**config.mk**
```make
export PLATFORM = sky130hd
export DESIGN_NAME = snd_bus_top
export DESIGN_NICKNAME = d
export VERILOG_FILES = /design/src/hw/snd_bus_pkg.sv /design/src/hw/snd_bus_top.sv /design/src/hw/snd_chip_port.sv /design/src/hw/snd_req_fifo.sv /design/src/hw/snd_rsp_merge.sv /design/src/hw/snd_sel_decode.sv
export SDC_FILE = /design/constraint.sdc
export NUM_CORES = 1
export LEC_CHECK = 0
export BUFFER_PORTS_ARGS = -buffer_cell sky130_fd_sc_hd__buf_2
export CAP_MARGIN = 20
export CORE_MARGIN = 5
export CORE_UTILIZATION = 50
export CTS_BUF_LIST = sky130_fd_sc_hd__clkbuf_8
export DETAILED_ROUTE_END_ITERATION = 10
export PLACE_DENSITY = 0.64
export SETUP_SLACK_MARGIN = 0.1
export SKIP_CTS_REPAIR_TIMING = 1
export SLEW_MARGIN = 20
export SYNTH_ARGS = -nofsm -noshare
export SYNTH_HDL_FRONTEND = slang
export SYNTH_SLANG_ARGS = --single-unit
```
**constraint.sdc**
```tcl
create_clock -name clk -period 5.9 [get_ports clk]
set_input_delay 0.295 -clock clk [delete_from_list [all_inputs] [get_ports clk]]
set_output_delay 0.295 -clock clk [all_outputs]
set_load 0.01 [all_outputs]
```
**src/hw/snd_bus_pkg.sv**
```systemverilog
/*
  Shared types and constants for the sound CPU I/O bus.
  The scramble table covers exactly four chip ports, so NUM_PORTS is fixed here.
  Select 2 steps the scramble counter and select 5 clears it.
*/
package snd_bus_pkg;

    // meaningful widths of the I/O window
    typedef logic [2:0] sel_t;
    typedef logic [1:0] reg_idx_t;
    typedef logic [7:0] data_t;
    typedef logic [1:0] scram_t;

    // 0 FM-A, 1 FM-B, 2 ADPCM, 3 latch
    typedef logic [1:0] port_id_t;

    localparam int NUM_PORTS = 4;

    // control selects, never routed to a port
    localparam sel_t SEL_COUNT = 3'd2;
    localparam sel_t SEL_CLEAR = 3'd5;

    // value returned for unmapped and control reads
    localparam data_t OPEN_BUS = 8'hff;

    // host request, 14 bits
    typedef struct packed {
        logic     wr;
        sel_t     sel;
        reg_idx_t idx;
        data_t    wdata;
    } bus_req_t;

    // read response
    typedef struct packed {
        data_t rdata;
    } bus_rsp_t;

    // one-cycle access strobe toward a single chip port
    typedef struct packed {
        logic     valid;
        logic     wr;
        reg_idx_t idx;
        data_t    wdata;
    } port_acc_t;

endpackage

```
**src/hw/snd_bus_top.sv**
```systemverilog
/*
  Sound bus I/O top: request FIFO, select decoder, four chip ports and merger.
  A read popped in cycle p responds in cycle p+3; credit_ret follows each pop by one cycle.
  The host must keep within FIFO_DEPTH outstanding credits.
*/
`timescale 1ns/1ps

module snd_bus_top #(
    parameter int FIFO_DEPTH = 4
) (
    input  logic                  clk,
    input  logic                  rst,
    input  logic                  req_valid,
    input  snd_bus_pkg::bus_req_t req,
    output logic                  credit_ret,
    output logic                  rsp_valid,
    output snd_bus_pkg::bus_rsp_t rsp
);

    logic                   pop_valid;
    snd_bus_pkg::bus_req_t  pop_req;
    snd_bus_pkg::port_acc_t port_acc [snd_bus_pkg::NUM_PORTS];
    logic                   rd_pend_valid;
    snd_bus_pkg::port_id_t  rd_pend_port;
    logic                   rd_pend_unmapped;
    snd_bus_pkg::data_t     rd_data [snd_bus_pkg::NUM_PORTS];

    snd_req_fifo #(
        .FIFO_DEPTH (FIFO_DEPTH)
    ) u_req_fifo (
        .clk        (clk),
        .rst        (rst),
        .req_valid  (req_valid),
        .req        (req),
        .pop_valid  (pop_valid),
        .pop_req    (pop_req),
        .credit_ret (credit_ret)
    );

    snd_sel_decode u_sel_decode (
        .clk              (clk),
        .rst              (rst),
        .pop_valid        (pop_valid),
        .pop_req          (pop_req),
        .port_acc         (port_acc),
        .rd_pend_valid    (rd_pend_valid),
        .rd_pend_port     (rd_pend_port),
        .rd_pend_unmapped (rd_pend_unmapped)
    );

    // ports 0..3 stand for FM-A, FM-B, ADPCM and latch
    for (genvar i = 0; i < snd_bus_pkg::NUM_PORTS; i++) begin : g_port
        snd_chip_port u_chip_port (
            .clk     (clk),
            .rst     (rst),
            .acc     (port_acc[i]),
            .rd_data (rd_data[i])
        );
    end

    snd_rsp_merge u_rsp_merge (
        .clk              (clk),
        .rst              (rst),
        .rd_pend_valid    (rd_pend_valid),
        .rd_pend_port     (rd_pend_port),
        .rd_pend_unmapped (rd_pend_unmapped),
        .rd_data          (rd_data),
        .rsp_valid        (rsp_valid),
        .rsp              (rsp)
    );

endmodule

```
**src/hw/snd_chip_port.sv**
```systemverilog
/*
  Generic chip port: four 8-bit registers, cleared by reset.
  A write lands at the clock after the strobe.
  Read data appears on rd_data one cycle after a read strobe and holds until the next read.
*/
`timescale 1ns/1ps

module snd_chip_port (
    input  logic                   clk,
    input  logic                   rst,
    input  snd_bus_pkg::port_acc_t acc,
    output snd_bus_pkg::data_t     rd_data
);

    localparam int NUM_REGS = 4;

    snd_bus_pkg::data_t regs [NUM_REGS];
    logic               wr_en;
    logic               rd_en;

    assign wr_en = acc.valid && acc.wr;
    assign rd_en = acc.valid && !acc.wr;

    // register bank
    always_ff @(posedge clk or posedge rst) begin
        if (rst) begin
            for (int r = 0; r < NUM_REGS; r++) begin
                regs[r] <= '0;
            end
        end else if (wr_en) begin
            regs[acc.idx] <= acc.wdata;
        end
    end

    // registered read of the addressed byte
    always_ff @(posedge clk) begin
        if (rd_en) begin
            rd_data <= regs[acc.idx];
        end
    end

endmodule

```
**src/hw/snd_req_fifo.sv**
```systemverilog
/*
  Credit-backed request queue. The host starts with FIFO_DEPTH credits.
  The head pops every cycle it is non-empty, since the decoder never stalls.
  Each pop returns one credit through a registered pulse on credit_ret.
*/
`timescale 1ns/1ps

module snd_req_fifo #(
    parameter int FIFO_DEPTH = 4
) (
    input  logic                  clk,
    input  logic                  rst,
    input  logic                  req_valid,
    input  snd_bus_pkg::bus_req_t req,
    output logic                  pop_valid,
    output snd_bus_pkg::bus_req_t pop_req,
    output logic                  credit_ret
);

    localparam int PTR_W = (FIFO_DEPTH > 1) ? $clog2(FIFO_DEPTH) : 1;
    localparam int CNT_W = $clog2(FIFO_DEPTH + 1);
    localparam logic [PTR_W-1:0] LAST_IDX = PTR_W'(FIFO_DEPTH - 1);

    snd_bus_pkg::bus_req_t mem [FIFO_DEPTH];
    logic [PTR_W-1:0] wr_ptr;
    logic [PTR_W-1:0] rd_ptr;
    logic [CNT_W-1:0] count;
    logic             pop;

    function automatic logic [PTR_W-1:0] ptr_inc(input logic [PTR_W-1:0] ptr);
        return (ptr == LAST_IDX) ? '0 : ptr + 1'b1;
    endfunction

    // when full the head always leaves in the same cycle, so a push never overflows
    assign pop       = (count != '0);
    assign pop_valid = pop;
    assign pop_req   = mem[rd_ptr];

    always_ff @(posedge clk) begin
        if (req_valid) begin
            mem[wr_ptr] <= req;
        end
    end

    always_ff @(posedge clk or posedge rst) begin
        if (rst) begin
            wr_ptr     <= '0;
            rd_ptr     <= '0;
            count      <= '0;
            credit_ret <= 1'b0;
        end else begin
            credit_ret <= pop;
            if (req_valid) begin
                wr_ptr <= ptr_inc(wr_ptr);
            end
            if (pop) begin
                rd_ptr <= ptr_inc(rd_ptr);
            end
            case ({req_valid, pop})
                2'b10:   count <= count + 1'b1;
                2'b01:   count <= count - 1'b1;
                default: count <= count;
            endcase
        end
    end

endmodule

```
**src/hw/snd_rsp_merge.sv**
```systemverilog
/*
  Response merger. The pending-read tag is delayed one stage to meet the port data.
  Unmapped and control reads return 8'hff.
  There is no back-pressure, so the host must take every response.
*/
`timescale 1ns/1ps

module snd_rsp_merge (
    input  logic                  clk,
    input  logic                  rst,
    input  logic                  rd_pend_valid,
    input  snd_bus_pkg::port_id_t rd_pend_port,
    input  logic                  rd_pend_unmapped,
    input  snd_bus_pkg::data_t    rd_data [snd_bus_pkg::NUM_PORTS],
    output logic                  rsp_valid,
    output snd_bus_pkg::bus_rsp_t rsp
);

    logic                  tag_valid;
    snd_bus_pkg::port_id_t tag_port;
    logic                  tag_unmapped;

    // tag stage, aligned with the port read register
    always_ff @(posedge clk or posedge rst) begin
        if (rst) begin
            tag_valid <= 1'b0;
            rsp_valid <= 1'b0;
        end else begin
            tag_valid <= rd_pend_valid;
            rsp_valid <= tag_valid;
        end
    end

    always_ff @(posedge clk) begin
        tag_port     <= rd_pend_port;
        tag_unmapped <= rd_pend_unmapped;
        if (tag_valid) begin
            rsp.rdata <= tag_unmapped ? snd_bus_pkg::OPEN_BUS : rd_data[tag_port];
        end
    end

endmodule

```
**src/hw/snd_sel_decode.sv**
```systemverilog
/*
  Select decoder with the scrambled chip-select map.
  Strobes and the pending-read tag are registered one cycle after the pop.
  Counter changes from select 2 or 5 apply to the next popped request.
  Where two ports share a select in one map, the lower port number wins.
*/
`timescale 1ns/1ps

module snd_sel_decode (
    input  logic                   clk,
    input  logic                   rst,
    input  logic                   pop_valid,
    input  snd_bus_pkg::bus_req_t  pop_req,
    output snd_bus_pkg::port_acc_t port_acc [snd_bus_pkg::NUM_PORTS],
    output logic                   rd_pend_valid,
    output snd_bus_pkg::port_id_t  rd_pend_port,
    output logic                   rd_pend_unmapped
);

    // rows are counter values, columns are FM-A, FM-B, ADPCM, latch
    localparam snd_bus_pkg::sel_t SEL_MAP [4][snd_bus_pkg::NUM_PORTS] = '{
        '{3'd3, 3'd1, 3'd6, 3'd7},
        '{3'd6, 3'd7, 3'd1, 3'd4},
        '{3'd4, 3'd7, 3'd3, 3'd1},
        '{3'd4, 3'd1, 3'd7, 3'd6}
    };

    snd_bus_pkg::scram_t   scram;
    snd_bus_pkg::port_id_t hit_port;
    logic                  hit;
    logic                  is_count;
    logic                  is_clear;
    logic                  is_ctrl;

    assign is_count = (pop_req.sel == snd_bus_pkg::SEL_COUNT);
    assign is_clear = (pop_req.sel == snd_bus_pkg::SEL_CLEAR);
    assign is_ctrl  = is_count || is_clear;

    // first match from port 0 upward gives the priority
    always_comb begin
        hit      = 1'b0;
        hit_port = '0;
        for (int p = 0; p < snd_bus_pkg::NUM_PORTS; p++) begin
            if (!hit && !is_ctrl && (SEL_MAP[scram][p] == pop_req.sel)) begin
                hit      = 1'b1;
                hit_port = snd_bus_pkg::port_id_t'(p);
            end
        end
    end

    // scramble counter, stepped or cleared by any access to the control selects
    always_ff @(posedge clk or posedge rst) begin
        if (rst) begin
            scram <= '0;
        end else if (pop_valid) begin
            if (is_count) begin
                scram <= scram + 2'd1;
            end else if (is_clear) begin
                scram <= '0;
            end
        end
    end

    // per-port strobes, at most one set per cycle
    always_ff @(posedge clk or posedge rst) begin
        if (rst) begin
            for (int p = 0; p < snd_bus_pkg::NUM_PORTS; p++) begin
                port_acc[p] <= '0;
            end
        end else begin
            for (int p = 0; p < snd_bus_pkg::NUM_PORTS; p++) begin
                port_acc[p].valid <= pop_valid && hit
                                     && (hit_port == snd_bus_pkg::port_id_t'(p));
                port_acc[p].wr    <= pop_req.wr;
                port_acc[p].idx   <= pop_req.idx;
                port_acc[p].wdata <= pop_req.wdata;
            end
        end
    end

    // tag for the response merger, one per read
    always_ff @(posedge clk or posedge rst) begin
        if (rst) begin
            rd_pend_valid    <= 1'b0;
            rd_pend_port     <= '0;
            rd_pend_unmapped <= 1'b0;
        end else begin
            rd_pend_valid    <= pop_valid && !pop_req.wr;
            rd_pend_port     <= hit_port;
            // control selects never hit, so they read as open bus too
            rd_pend_unmapped <= !hit;
        end
    end

endmodule

```
; Word-level counts from Yosys, hierarchy flattened
; Memories as Yosys holds them, arrays and structs flattened.
; Index checks and enable logic that the tools add are counted.
[totals]
ff_bits = 202
ram_bits = 56
in_bits = 17
n_memories = 1
[memory_table]
columns = memory, words, word_bits, read_ports, rd_ports_with_merged_regs, write_ports, line
row1 = u_req_fifo.mem, 4, 14, 1, 0, 1, snd_req_fifo.sv:24  ; snd_bus_pkg::bus_req_t mem [FIFO_DEPTH];
[op_classes]
add_sub_neg = 5
n_lt_le_gt_ge = 4
eq_ne = 13
n_mux = 38
bitwise = 3
reduce_logical = 35
[op_table]
columns = operator, n
row1 = $bwmux 32, 4
row2 = $mux 8, 11
row3 = $bmux 8 s2, 5
row4 = $bmux 12 s2, 1
row5 = $mux 12, 2
row6 = $logic_and 1x1->1, 22
row7 = $demux 8 s2, 1
row8 = $eq 3x3->1, 4
row9 = $mux 2, 6
row10 = $eq 2x2->1 const B, 5
row11 = $ge 3x3->1 const B, 3
row12 = $not 2->3, 3
row13 = $logic_not 1->1, 7
row14 = $mux 1, 7
row15 = $add 2x1->2 const B, 3
row16 = $pmux 3 s2, 1
row17 = $eq 2x1->1 const B, 2
row18 = $reduce_bool 2->1, 2
row19 = $add 3x1->3 const B, 1
row20 = $eq 3x2->1 const B, 1
row21 = $eq 3x3->1 const B, 1
row22 = $lt 3x1->1 const B, 1
row23 = $reduce_bool 3->1, 1
row24 = $sub 3x1->3 const B, 1
row25 = other kinds (3), 3

; Longest topological paths before layout
; Gate-level depths: netlist of the first run.
[depth]
word_depth = 21
ltp_mapped = 8
depth_no_buf = 8

; By module
; From an unflattened synthesis of the first run, not the netlist that was laid out.
[hier_totals]
cells_unflattened = 623
area_unflattened_um2 = 11109.4
[by_module_without_submodules]
columns = mod, instances, cells_per_inst, area_per_inst_um2, seq_area_each_um2
row1 = snd_chip_port, 4, 89, 1699.1, 1041.0
row2 = snd_req_fifo, 1, 113, 2496.1, 1881.8
row3 = snd_sel_decode, 1, 111, 1197.4, 525.5
row4 = snd_rsp_merge, 1, 43, 619.3, 350.3

; Worst setup path after synthesis of the first run
; Ideal clock, no wire load.
[synth_timing]
kind = flip-flop to flip-flop
startpoint = register u_req_fifo.count[0]
endpoint = register u_req_fifo.count[2]
setup_ns = 0.125
arrival_time_ns = 1.988
path_slack_ns = 3.786
stages_incl_launch_ff = 9
path_buffers = 0
synth_period_minus_slack_ns = 2.114
cell_sequence = dfrtp_1 > nor3_1 > inv_1 > ha_1 > inv_1 > fa_1 > xor2_1 > nor2_1 > xor2_1
[synth_between]
elab_chain_cells = 3
word_cells_on_any_way = 7
cone_classes = 2 x add/sub / 2 x eq/ne / 1 x mux / 2 x reduce/logical
[synth_lines]
columns = element, line
row1 = from (decl), snd_req_fifo.sv:27  ; logic [CNT_W-1:0] count;
row2 = from (signal assigned), snd_req_fifo.sv:60  ; 2'b10: count <= count + 1'b1;
row3 = from (signal assigned), snd_req_fifo.sv:61  ; 2'b01: count <= count - 1'b1;
row4 = from (signal assigned), snd_req_fifo.sv:62  ; default: count <= count;
row5 = $reduce_bool 3->1 (*), snd_req_fifo.sv:35  ; assign pop = (count != '0);
row6 = via pop_valid, snd_bus_top.sv:20  ; logic pop_valid;
row7 = $eq 2x1->1 / $eq 2x2->1 (equally long branches), snd_req_fifo.sv:59  ; case ({req_valid, pop})
row8 = $pmux 3 s2 / $reduce_bool 2->1 (equally long branches), --
; Mark *: on every way through the listed nets, which the timed path passes. The rest lies on a longest branch.
; A chain may end at the register's enable or synchronous reset.

; Final worst setup path of the first run
[layout_timing]
startpoint = register u_req_fifo.rd_ptr[0]
endpoint = register, netlist name u_sel_decode.port_acc[11]
[layout_between]
elab_chain_cells = 20
word_cells_on_any_way = 29
cone_classes = 7 x eq/ne / 7 x mux / 14 x reduce/logical / 1 x memory
[layout_lines]
columns = element, line
row1 = from (decl), snd_req_fifo.sv:26  ; logic [PTR_W-1:0] rd_ptr;
row2 = from (signal assigned), snd_req_fifo.sv:57  ; rd_ptr <= ptr_inc(rd_ptr);
row3 = $mem_v2 4x14 (*), --
row4 = $eq 3x2->1 / $eq 3x3->1 (equally long branches), "snd_sel_decode.sv:35, snd_sel_decode.sv:36"
row5 = $logic_or 1x1->1, snd_sel_decode.sv:37  ; assign is_ctrl = is_count || is_clear;
row6 = $logic_not 1->1, snd_sel_decode.sv:44  ; if (!hit && !is_ctrl && (SEL_MAP[scram][p] == pop_req.sel)) begin
row7 = $logic_and 1x1->1, snd_sel_decode.sv:44
row8 = $mux 1, snd_sel_decode.sv:44
row9 = $logic_not 1->1, snd_sel_decode.sv:44
row10 = $logic_and 1x1->1 (2 in a row), snd_sel_decode.sv:44
row11 = $mux 1, snd_sel_decode.sv:44
row12 = $logic_not 1->1, snd_sel_decode.sv:44
row13 = $logic_and 1x1->1 (2 in a row), snd_sel_decode.sv:44
row14 = $mux 1, snd_sel_decode.sv:44
row15 = $logic_not 1->1, snd_sel_decode.sv:44
row16 = $logic_and 1x1->1 (2 in a row), snd_sel_decode.sv:44
row17 = $mux 2 / $mux 1 (equally long branches), snd_sel_decode.sv:44
row18 = $eq 2x2->1 / $logic_and 1x1->1 (equally long branches), "snd_sel_decode.sv:73, snd_sel_decode.sv:72"
row19 = $logic_and 1x1->1 (*), snd_sel_decode.sv:73  ; && (hit_port == snd_bus_pkg::port_id_t'(p));
; Every way passes the cells marked *; elsewhere a longest branch is shown, timed or not.

==> results of run 1 <==
[registers in the layout, indices dropped and copies added, names as in the netlist]
| signal | cells |
|---|---|
| u_sel_decode.port_acc | 15 |
| u_req_fifo.credit_ret | 1 |
| u_sel_decode.scram | 2 |
| u_req_fifo.mem | 56 |
| u_rsp_merge.rsp_valid | 1 |
| u_rsp_merge.tag_port | 2 |
| u_req_fifo.rd_ptr | 2 |
| u_sel_decode.rd_pend_port | 2 |
| g_port.u_chip_port.regs | 128 |
| u_rsp_merge.tag_valid | 1 |
| u_sel_decode.rd_pend_unmapped | 1 |
| u_rsp_merge.tag_unmapped | 1 |
| u_sel_decode.rd_pend_valid | 1 |
| u_rsp_merge.rsp | 8 |
| g_port.u_chip_port.rd_data | 32 |
| u_req_fifo.wr_ptr | 2 |
| u_req_fifo.count | 3 |
[metal layers]
metal  share of wire  vias up
met5               0        -
met4           0.014        0
met3           0.046       32
met2            0.50      136
met1            0.44     2798
li1                -     2395
[final cells by class]
class                   count  area, um2
clock buffers              46        633
clock inverters            30        161
fillers                  1608       9060
inverters                  11       46.3
multi-input cells         302       3540
flip-flops and latches    258       6920
well taps                 275        344
repair buffers             45        310
[through the flow]
| stage | setup WS (ps) | util |
|---|---|---|
| floorplan | 1310 | - |
| global placement | 3120 | 0.524 |
| detailed placement | 3060 | 0.524 |
| CTS | 3030 | 0.562 |
| global route | 2830 | 0.569 |
| finish | 3060 | 0.569 |
[cells in the final DEF, fill, tap and decap left out, types with 2 or more instances in the layout]
master and count:
sky130_fd_sc_hd__a21oi_2 2, sky130_fd_sc_hd__a2bb2oi_1 2, sky130_fd_sc_hd__and2_1 5, sky130_fd_sc_hd__and3_1 5, sky130_fd_sc_hd__buf_2 26, sky130_fd_sc_hd__buf_4 4
sky130_fd_sc_hd__clkbuf_8 46, sky130_fd_sc_hd__clkinv_1 4, sky130_fd_sc_hd__clkinv_2 7, sky130_fd_sc_hd__dfrtp_1 158, sky130_fd_sc_hd__dfxtp_1 3, sky130_fd_sc_hd__dlygate4sd3_1 15
sky130_fd_sc_hd__edfxtp_1 96, sky130_fd_sc_hd__ha_1 10, sky130_fd_sc_hd__inv_1 25, sky130_fd_sc_hd__inv_6 3, sky130_fd_sc_hd__mux2_2 129, sky130_fd_sc_hd__mux4_1 2
sky130_fd_sc_hd__mux4_2 53, sky130_fd_sc_hd__nand2_1 16, sky130_fd_sc_hd__nand2b_1 2, sky130_fd_sc_hd__nand3_1 2, sky130_fd_sc_hd__nand4_1 3, sky130_fd_sc_hd__nand4b_1 3
sky130_fd_sc_hd__nor2_1 13, sky130_fd_sc_hd__nor2b_1 4, sky130_fd_sc_hd__nor3_1 3, sky130_fd_sc_hd__o21ai_0 5, sky130_fd_sc_hd__o22ai_1 2, sky130_fd_sc_hd__or2_1 2
sky130_fd_sc_hd__or2_2 8, sky130_fd_sc_hd__or2_4 2, sky130_fd_sc_hd__or3_1 2, sky130_fd_sc_hd__or4_1 2, sky130_fd_sc_hd__xnor2_1 4, sky130_fd_sc_hd__xor2_1 4
[power by group through the flow]
stage               Clock, uW  Sequential [uW]  Combinational, uW
floorplan                   0             2710               1490
global placement            0             3010               1540
detailed placement          0             3060               1610
CTS                      1500             3030               1610
global route             1590             3110               1750
finish                   1450             3020               1600
[critical path, delay by kind of cell, from the launching register on]
kind	cells	cell delay (ps)
compound gates	2	260
flops	1	980
mux	1	750
simple gates	2	740
[path summary, 6_finish.rpt]
kind	from	end	slack [ps]	cells past startpoint
max	u_req_fifo.rd_ptr[0]$_DFFE_PP0P_	u_sel_decode.port_acc[11]$_DFF_PP0_	3060	5
min	req_valid	u_req_fifo.wr_ptr[0]$_DFFE_PP0P_	10	2
max reg2reg	u_req_fifo.rd_ptr[0]$_DFFE_PP0P_	u_sel_decode.port_acc[11]$_DFF_PP0_	3060	5
min reg2reg	u_sel_decode.rd_pend_port[1]$_DFF_PP0_	u_rsp_merge.tag_port[1]$_DFF_P_	390	0
max in group asynchronous	rst	g_port[1].u_chip_port.regs[6]$_DFFE_PP0P_	3970	4
min in group asynchronous	rst	g_port[2].u_chip_port.regs[21]$_DFFE_PP0P_	470	3
[synthesized netlist by cell type (all sizes together) (2+ instances only)]
cell and number:
a21oi 3, a2bb2oi 2, and2 5, and3 5, buf 9, clkbuf 24
dfrtp 159, dfxtp 3, edfxtp 96, ha 10, inv 11, mux2 129
mux4 55, nand2 16, nand2b 2, nand3 2, nand4 3, nand4b 3
nor2 14, nor2b 4, nor3 4, o21ai 5, o22ai 2, or2 12
or3 2, or4 2, xnor2 4, xor2 4
[logic make-up after synthesis]
family | count (synthesis) | share of synthesized area
fa+ha+maj | 11 | 0.0136
mux | 185 | 0.254
xor+xnor | 8 | 0.00658
flops | 258 | 0.650
simple gates | 79 | 0.0426
buf+inv | 44 | 0.0181
compound gates | 19 | 0.0153
==> flow_results.xml, run 1 <==
<?xml version="1.0" encoding="UTF-8"?>
<metrics>
  <group name="synth">
    <metric name="postSynthAreaPerCell" unit="um2">17.6</metric>
    <metric name="cell_variety_after_synth" unit="">50</metric>
    <metric name="synth-edff-count" unit="">96</metric>
    <metric name="synthDominantCellAreaShare" unit="">0.373</metric>
    <metric name="ys.warnings.count" unit="">0</metric>
    <metric name="ys_seq_area_frac" unit="">0.650</metric>
    <metric name="predominant_post_synthesis_flop_cell" unit="">sky130_fd_sc_hd__dfrtp_1</metric>
    <metric name="postSynth.asyncResetShare" unit="">0.616</metric>
    <metric name="synthesis.nets" unit="">632</metric>
    <metric name="syn-cell-area" unit="um2">10700</metric>
    <metric name="post_synthesis_sequential_element_count" unit="">258</metric>
    <metric name="synthCells" unit="">604</metric>
    <metric name="yosys.area.top_type" unit="">sky130_fd_sc_hd__dfrtp_1</metric>
    <metric name="synth_top_cells_by_area" unit="">sky130_fd_sc_hd__dfrtp_1 37%, sky130_fd_sc_hd__edfxtp_1 27%, sky130_fd_sc_hd__mux2_2 14%</metric>
  </group>
  <group name="setup_path">
    <metric name="worst_setup_path_end_kind" unit="">register</metric>
    <metric name="timing.critical_path.slowest_cell_delay" unit="ps">980</metric>
    <metric name="worst_path_max_delay_cell" unit="">sky130_fd_sc_hd__dfrtp_1</metric>
    <metric name="setup.worst_path.start_class" unit="">register</metric>
    <metric name="crit_fanout" unit="">18</metric>
    <metric name="path_class" unit="">register to register</metric>
    <metric name="cp_cell_sequence" unit="">mux4_2 &gt; or4_1 &gt; o22ai_1 &gt; a21oi_2 &gt; nor4_1</metric>
    <metric name="cp.arrival" unit="ps">3280</metric>
    <metric name="cp_data_required_time" unit="ps">6340</metric>
  </group>
  <group name="cts">
    <metric name="master_cell_of_the_clock_root_buffer" unit="">sky130_fd_sc_hd__clkbuf_8</metric>
    <metric name="cts-htree-levels" unit="">2</metric>
    <metric name="clock_insertion_delay_worst_skew" unit="ps">540</metric>
    <metric name="clock_sinks" unit="">258</metric>
    <metric name="cts_tree" unit="">done</metric>
    <metric name="cts_made_buffers" unit="">41</metric>
    <metric name="clkSlewWorstSetupHoldPaths" unit="ps">60</metric>
    <metric name="cts_max_path_buffers" unit="">3</metric>
  </group>
  <group name="run">
    <metric name="maxCapViolCount" unit="">0</metric>
  </group>
  <group name="sta">
    <metric name="timing.final.hold_violations" unit="">0</metric>
    <metric name="finalWorstPathRequiredPeriod" unit="ps">2840</metric>
    <metric name="fin_crit_sh" unit="">0.481</metric>
    <metric name="setup_total_negative_slack" unit="ps">0</metric>
    <metric name="fin_hold_ws" unit="ps">11.6</metric>
    <metric name="grt_setup_unrepaired" unit="">false</metric>
    <metric name="max_slew_margin_vs_limit" unit="">0.342</metric>
    <metric name="largest_clock_skew_in_the_final_design" unit="ps">15.2</metric>
    <metric name="timing_worst_slew_pin_value" unit="ps">986</metric>
    <metric name="finalSetupViolations" unit="">0</metric>
    <metric name="fmax" unit="GHz">0.352</metric>
    <metric name="maxSlewViolCount" unit="">0</metric>
  </group>
  <group name="floorplanning">
    <metric name="placement_rows" unit="">53</metric>
    <metric name="ioPinCount" unit="">27</metric>
    <metric name="floorplan.die_area" unit="um2">24300</metric>
    <metric name="die_w" unit="um">156</metric>
    <metric name="design.core.area" unit="um2">21000</metric>
    <metric name="floorplan.initialDensity" unit="">0.507</metric>
    <metric name="die_h" unit="um">156</metric>
  </group>
  <group name="global_routing">
    <metric name="globalRoute.busiestLayer" unit="">met2</metric>
    <metric name="grt_pass1_wl" unit="um">32900</metric>
    <metric name="grt-ovfl-total" unit="">0</metric>
    <metric name="global_route.usage.met3" unit="">0.0350</metric>
    <metric name="met2_global_route_usage" unit="">0.294</metric>
    <metric name="grt_pass1_vias" unit="">5852</metric>
    <metric name="use_met1" unit="">0.239</metric>
    <metric name="largest_net_degree_at_the_start_of_global_routing" unit="">84</metric>
    <metric name="antenna_violations_before_repair" unit="">0</metric>
    <metric name="grt_usage" unit="">0.176</metric>
  </group>
  <group name="routing">
    <metric name="number_of_remaining_drc_errors" unit="">0</metric>
    <metric name="first_pass_iters" unit="">4</metric>
    <metric name="via_count" unit="">5361</metric>
    <metric name="detail_route.vias_per_cell" unit="">5.54</metric>
    <metric name="drt.antenna.violating_nets" unit="">0</metric>
    <metric name="drt_first_iter_violations" unit="">290</metric>
    <metric name="finalWirelength" unit="um">20200</metric>
    <metric name="wl_cell" unit="um">20.9</metric>
  </group>
  <group name="place">
    <metric name="cells_after_dpl" unit="">876</metric>
    <metric name="detailedPlacementHpwl" unit="um">12800</metric>
    <metric name="finalWeightedCongestion" unit="">0.863</metric>
    <metric name="portBuffers" unit="">26</metric>
    <metric name="placement.cell_area" unit="um2">11000</metric>
  </group>
  <group name="outcome">
    <metric name="outcome" unit="">complete, no violations</metric>
  </group>
  <group name="power_and_ir_drop">
    <metric name="pwr_dens" unit="nW/um2">508</metric>
    <metric name="clock_power_share" unit="">0.239</metric>
    <metric name="total_switching_power" unit="uW">1910</metric>
    <metric name="internal_power" unit="uW">4160</metric>
    <metric name="power_leakage" unit="uW">0.00502</metric>
    <metric name="power.sequential.fraction" unit="">0.497</metric>
    <metric name="p_comb_frac" unit="">0.264</metric>
    <metric name="switching_share" unit="">0.314</metric>
    <metric name="power.ir.vdd_worst" unit="uV">229</metric>
    <metric name="total_power" unit="uW">6070</metric>
  </group>
  <group name="final_layout">
    <metric name="final_layout_net_count" unit="">687</metric>
    <metric name="insertedDiodeCount" unit="">0</metric>
    <metric name="layout.cells.non_filler" unit="">967</metric>
    <metric name="stdcell_area" unit="um2">12000</metric>
    <metric name="post_route_cells_drive_above_1_share" unit="">0.416</metric>
    <metric name="area_growth_syn_to_layout" unit="%">12.2</metric>
  </group>
  <group name="worst_hold_path">
    <metric name="hp-class" unit="">primary input to register</metric>
  </group>
</metrics>
Power figures use the tool's default switching activity.
==> inputs of run 2 (changes only) <==
--- a/config.mk
+++ b/config.mk
@@ -11,7 +11,7 @@
 export CORE_UTILIZATION = 50
 export CTS_BUF_LIST = sky130_fd_sc_hd__clkbuf_8
 export DETAILED_ROUTE_END_ITERATION = 10
-export PLACE_DENSITY = 0.64
+export PLACE_DENSITY = 0.67
 export SETUP_SLACK_MARGIN = 0.1
 export SKIP_CTS_REPAIR_TIMING = 1
 export SLEW_MARGIN = 20
==> constraint.sdc (replaced) <==
create_clock -name clk -period 2.5 [get_ports clk]
set_input_delay 0.125 -clock clk [delete_from_list [all_inputs] [get_ports clk]]
set_output_delay 0.125 -clock clk [all_outputs]
set_load 0.01 [all_outputs]
==> run 2 against run 1 <==
Final cell count increased by 0.62%. Total power increased by 140%. Hold slack improved by 330 ps. Clock power increased by 140%. Critical path depth unchanged. Critical path type unchanged.
==> flow_results.xml, run 2 (same netlist as run 1, synthesis figures left out) <==
<?xml version="1.0" encoding="UTF-8"?>
<metrics>
  <group name="global_routing">
    <metric name="grt_usage" unit="">0.176</metric>
    <metric name="largest_net_degree_at_the_start_of_global_routing" unit="">55</metric>
    <metric name="grt_pass1_wl" unit="um">33100</metric>
    <metric name="antenna_violations_before_repair" unit="">0</metric>
    <metric name="grt-ovfl-total" unit="">0</metric>
    <metric name="grt_pass1_vias" unit="">5972</metric>
  </group>
  <group name="final_layout">
    <metric name="final_common_cell" unit="">sky130_fd_sc_hd__dfrtp_1</metric>
    <metric name="stdcell_area" unit="um2">12100</metric>
    <metric name="area_growth_syn_to_layout" unit="%">13.3</metric>
    <metric name="post-route-util" unit="">0.574</metric>
    <metric name="largest_reg_flops" unit="">128</metric>
    <metric name="most_frequent_cells_in_the_layout" unit="">158 x sky130_fd_sc_hd__dfrtp_1, 129 x sky130_fd_sc_hd__mux2_2, 96 x sky130_fd_sc_hd__edfxtp_1</metric>
    <metric name="post_route_cells_drive_above_1_share" unit="">0.417</metric>
    <metric name="insertedDiodeCount" unit="">0</metric>
    <metric name="final_layout_net_count" unit="">695</metric>
    <metric name="reg.largest.list" unit="">g_port.u_chip_port.regs (128), u_req_fifo.mem (56), g_port.u_chip_port.rd_data (32)</metric>
    <metric name="max_flop_register" unit="">g_port.u_chip_port.regs</metric>
  </group>
  <group name="routing">
    <metric name="via_count" unit="">5442</metric>
    <metric name="number_of_remaining_drc_errors" unit="">0</metric>
    <metric name="wl_cell" unit="um">21.2</metric>
    <metric name="finalWirelength" unit="um">20600</metric>
    <metric name="drt_first_iter_violations" unit="">281</metric>
    <metric name="drt.antenna.violating_nets" unit="">0</metric>
    <metric name="detail_route.vias_per_cell" unit="">5.59</metric>
    <metric name="first_pass_iters" unit="">4</metric>
  </group>
  <group name="setup_path">
    <metric name="timing.reg2reg.worst_path_depth" unit="">5</metric>
    <metric name="reg2reg_from" unit="">u_req_fifo.rd_ptr[0]$_DFFE_PP0P_</metric>
    <metric name="path_class" unit="">register to register</metric>
    <metric name="crit_fanout" unit="">12</metric>
    <metric name="cp.depth" unit="">5</metric>
    <metric name="cp.arrival" unit="ps">2650</metric>
    <metric name="worst_setup_path_end_kind" unit="">register</metric>
    <metric name="setup.reg_to_reg.worst_slack" unit="ps">270</metric>
    <metric name="worst_path_max_delay_cell" unit="">sky130_fd_sc_hd__mux4_2</metric>
    <metric name="worst_setup_path_endpoint" unit="">u_sel_decode.port_acc[11]$_DFF_PP0_</metric>
    <metric name="timing.critical_path.slowest_cell_delay" unit="ps">680</metric>
    <metric name="cp_data_required_time" unit="ps">2920</metric>
    <metric name="rr_endpoint" unit="">u_sel_decode.port_acc[11]$_DFF_PP0_</metric>
    <metric name="setup.worst_path.start_class" unit="">register</metric>
    <metric name="crit_start" unit="">u_req_fifo.rd_ptr[0]$_DFFE_PP0P_</metric>
    <metric name="cpLargestDelayFamily" unit="">simple AND/OR/NAND/NOR gates</metric>
    <metric name="cp_cell_sequence" unit="">mux4_2 &gt; or4_1 &gt; o22ai_1 &gt; a21oi_2 &gt; nor4_1</metric>
    <metric name="cp.buffers_inverters" unit="">0</metric>
  </group>
  <group name="sta">
    <metric name="grt_setup_unrepaired" unit="">false</metric>
    <metric name="finalWorstPathRequiredPeriod" unit="ps">2230</metric>
    <metric name="setup_slack" unit="ps">268</metric>
    <metric name="finalSetupViolations" unit="">0</metric>
    <metric name="timing_worst_slew_pin_value" unit="ps">898</metric>
    <metric name="max_slew_margin_vs_limit" unit="">0.400</metric>
    <metric name="fin_crit_sh" unit="">0.893</metric>
    <metric name="setup_total_negative_slack" unit="ps">0</metric>
    <metric name="fin_hold_ws" unit="ps">339</metric>
    <metric name="timing.final.hold_violations" unit="">0</metric>
    <metric name="maxSlewViolCount" unit="">0</metric>
    <metric name="largest_clock_skew_in_the_final_design" unit="ps">18.2</metric>
    <metric name="fmax" unit="GHz">0.448</metric>
  </group>
  <group name="place">
    <metric name="post-place-ws" unit="ps">270</metric>
    <metric name="placement.cell_area" unit="um2">11100</metric>
    <metric name="finalWeightedCongestion" unit="">0.787</metric>
    <metric name="detailedPlacementHpwl" unit="um">13300</metric>
    <metric name="portBuffers" unit="">26</metric>
  </group>
  <group name="power_and_ir_drop">
    <metric name="power_leakage" unit="uW">0.00508</metric>
    <metric name="power.ir.vdd_worst" unit="uV">691</metric>
    <metric name="pwr_dens" unit="nW/um2">1200</metric>
  </group>
  <group name="run">
    <metric name="maxCapViolCount" unit="">0</metric>
  </group>
  <group name="cts">
    <metric name="master_cell_of_the_clock_root_buffer" unit="">sky130_fd_sc_hd__clkbuf_8</metric>
    <metric name="cts-htree-levels" unit="">2</metric>
    <metric name="clkSlewWorstSetupHoldPaths" unit="ps">60</metric>
    <metric name="cts_max_path_buffers" unit="">3</metric>
    <metric name="clock_sinks" unit="">258</metric>
    <metric name="cts_tree" unit="">done</metric>
    <metric name="clock_insertion_delay_worst_skew" unit="ps">530</metric>
    <metric name="cts_made_buffers" unit="">42</metric>
  </group>
  <group name="outcome">
    <metric name="outcome" unit="">complete, no violations</metric>
  </group>
  <group name="floorplanning">
    <metric name="floorplan.initialDensity" unit="">0.507</metric>
    <metric name="die_h" unit="um">156</metric>
    <metric name="die_w" unit="um">156</metric>
    <metric name="floorplan.die_area" unit="um2">24300</metric>
    <metric name="ioPinCount" unit="">27</metric>
    <metric name="placement_rows" unit="">53</metric>
    <metric name="design.core.area" unit="um2">21000</metric>
  </group>
  <group name="worst_hold_path">
    <metric name="hp-class" unit="">primary input to async pin</metric>
  </group>
</metrics>
-- run 2: cell count changes in the layout (fill, tap and decap cells not counted) --
| cell | before | now |
|---|---|---|
| sky130_fd_sc_hd__buf_12 | 0 | 4 |
| sky130_fd_sc_hd__buf_4 | 4 | 6 |
| sky130_fd_sc_hd__bufinv_16 | 1 | 0 |
| sky130_fd_sc_hd__clkbuf_8 | 46 | 52 |
| sky130_fd_sc_hd__clkinv_1 | 4 | 2 |
| sky130_fd_sc_hd__clkinv_2 | 7 | 1 |
| sky130_fd_sc_hd__clkinvlp_4 | 1 | 2 |
| sky130_fd_sc_hd__dlygate4sd3_1 | 15 | 16 |
| sky130_fd_sc_hd__inv_1 | 25 | 29 |
| sky130_fd_sc_hd__inv_6 | 3 | 0 |
-- run 2: where the power goes --
| part | switching (uW) | total, uW | internal, uW |
|---|---|---|---|
| sequential | 1100 | 6940 | 5850 |
| clock | 1560 | 3430 | 1860 |
| combinational | 1830 | 4070 | 2240 |
| total | 4490 | 14400 | 9950 |
-- run 2: worst min-delay path by stage --
stage	start	end	slack, ps	cells after the start
global route	req[7]	u_req_fifo.mem[3][7]$_DFFE_PP_	340	2
finish	rst	u_sel_decode.port_acc[43]$_DFF_PP0_	340	3
detailed placement	req[7]	u_req_fifo.mem[1][7]$_DFFE_PP_	340	1
global placement	req[2]	u_req_fifo.mem[0][2]$_DFFE_PP_	330	1
CTS	req[7]	u_req_fifo.mem[1][7]$_DFFE_PP_	-220	1
floorplan	req_valid	u_req_fifo.wr_ptr[0]$_DFFE_PP0P_	220	1
-- run 2: tightest hold or removal path, cell delays in order --
cell	delay, ps
sky130_fd_sc_hd__dlygate4sd3_1	530
sky130_fd_sc_hd__buf_2	130
sky130_fd_sc_hd__clkinvlp_4	580
-- run 2: area by class of cell --
cell class | count | area [um2]
Clock buffer | 52 | 716
Clock inverter | 23 | 91.3
Fill cell | 1588 | 8950
Inverter | 11 | 45.0
Multi-Input combinational cell | 302 | 3540
Sequential cell | 258 | 6920
Tap cell | 275 | 344
Timing Repair Buffer | 52 | 415
-- run 2: through the flow --
| stage | instances | total power (uW) |
|---|---|---|
| CTS | 957 | 14600 |
| finish | 973 | 14400 |
| detailed placement | 882 | 11200 |
| floorplan | 604 | 9910 |
| global route | 973 | 15300 |
| global placement | 882 | 10900 |
-- run 2: layer usage --
metal / GRT usage / routed length, um
met5: 0 / 0
met4: 0.0496 / 385
met3: 0.0327 / 693
met2: 0.299 / 10600
met1: 0.234 / 8970
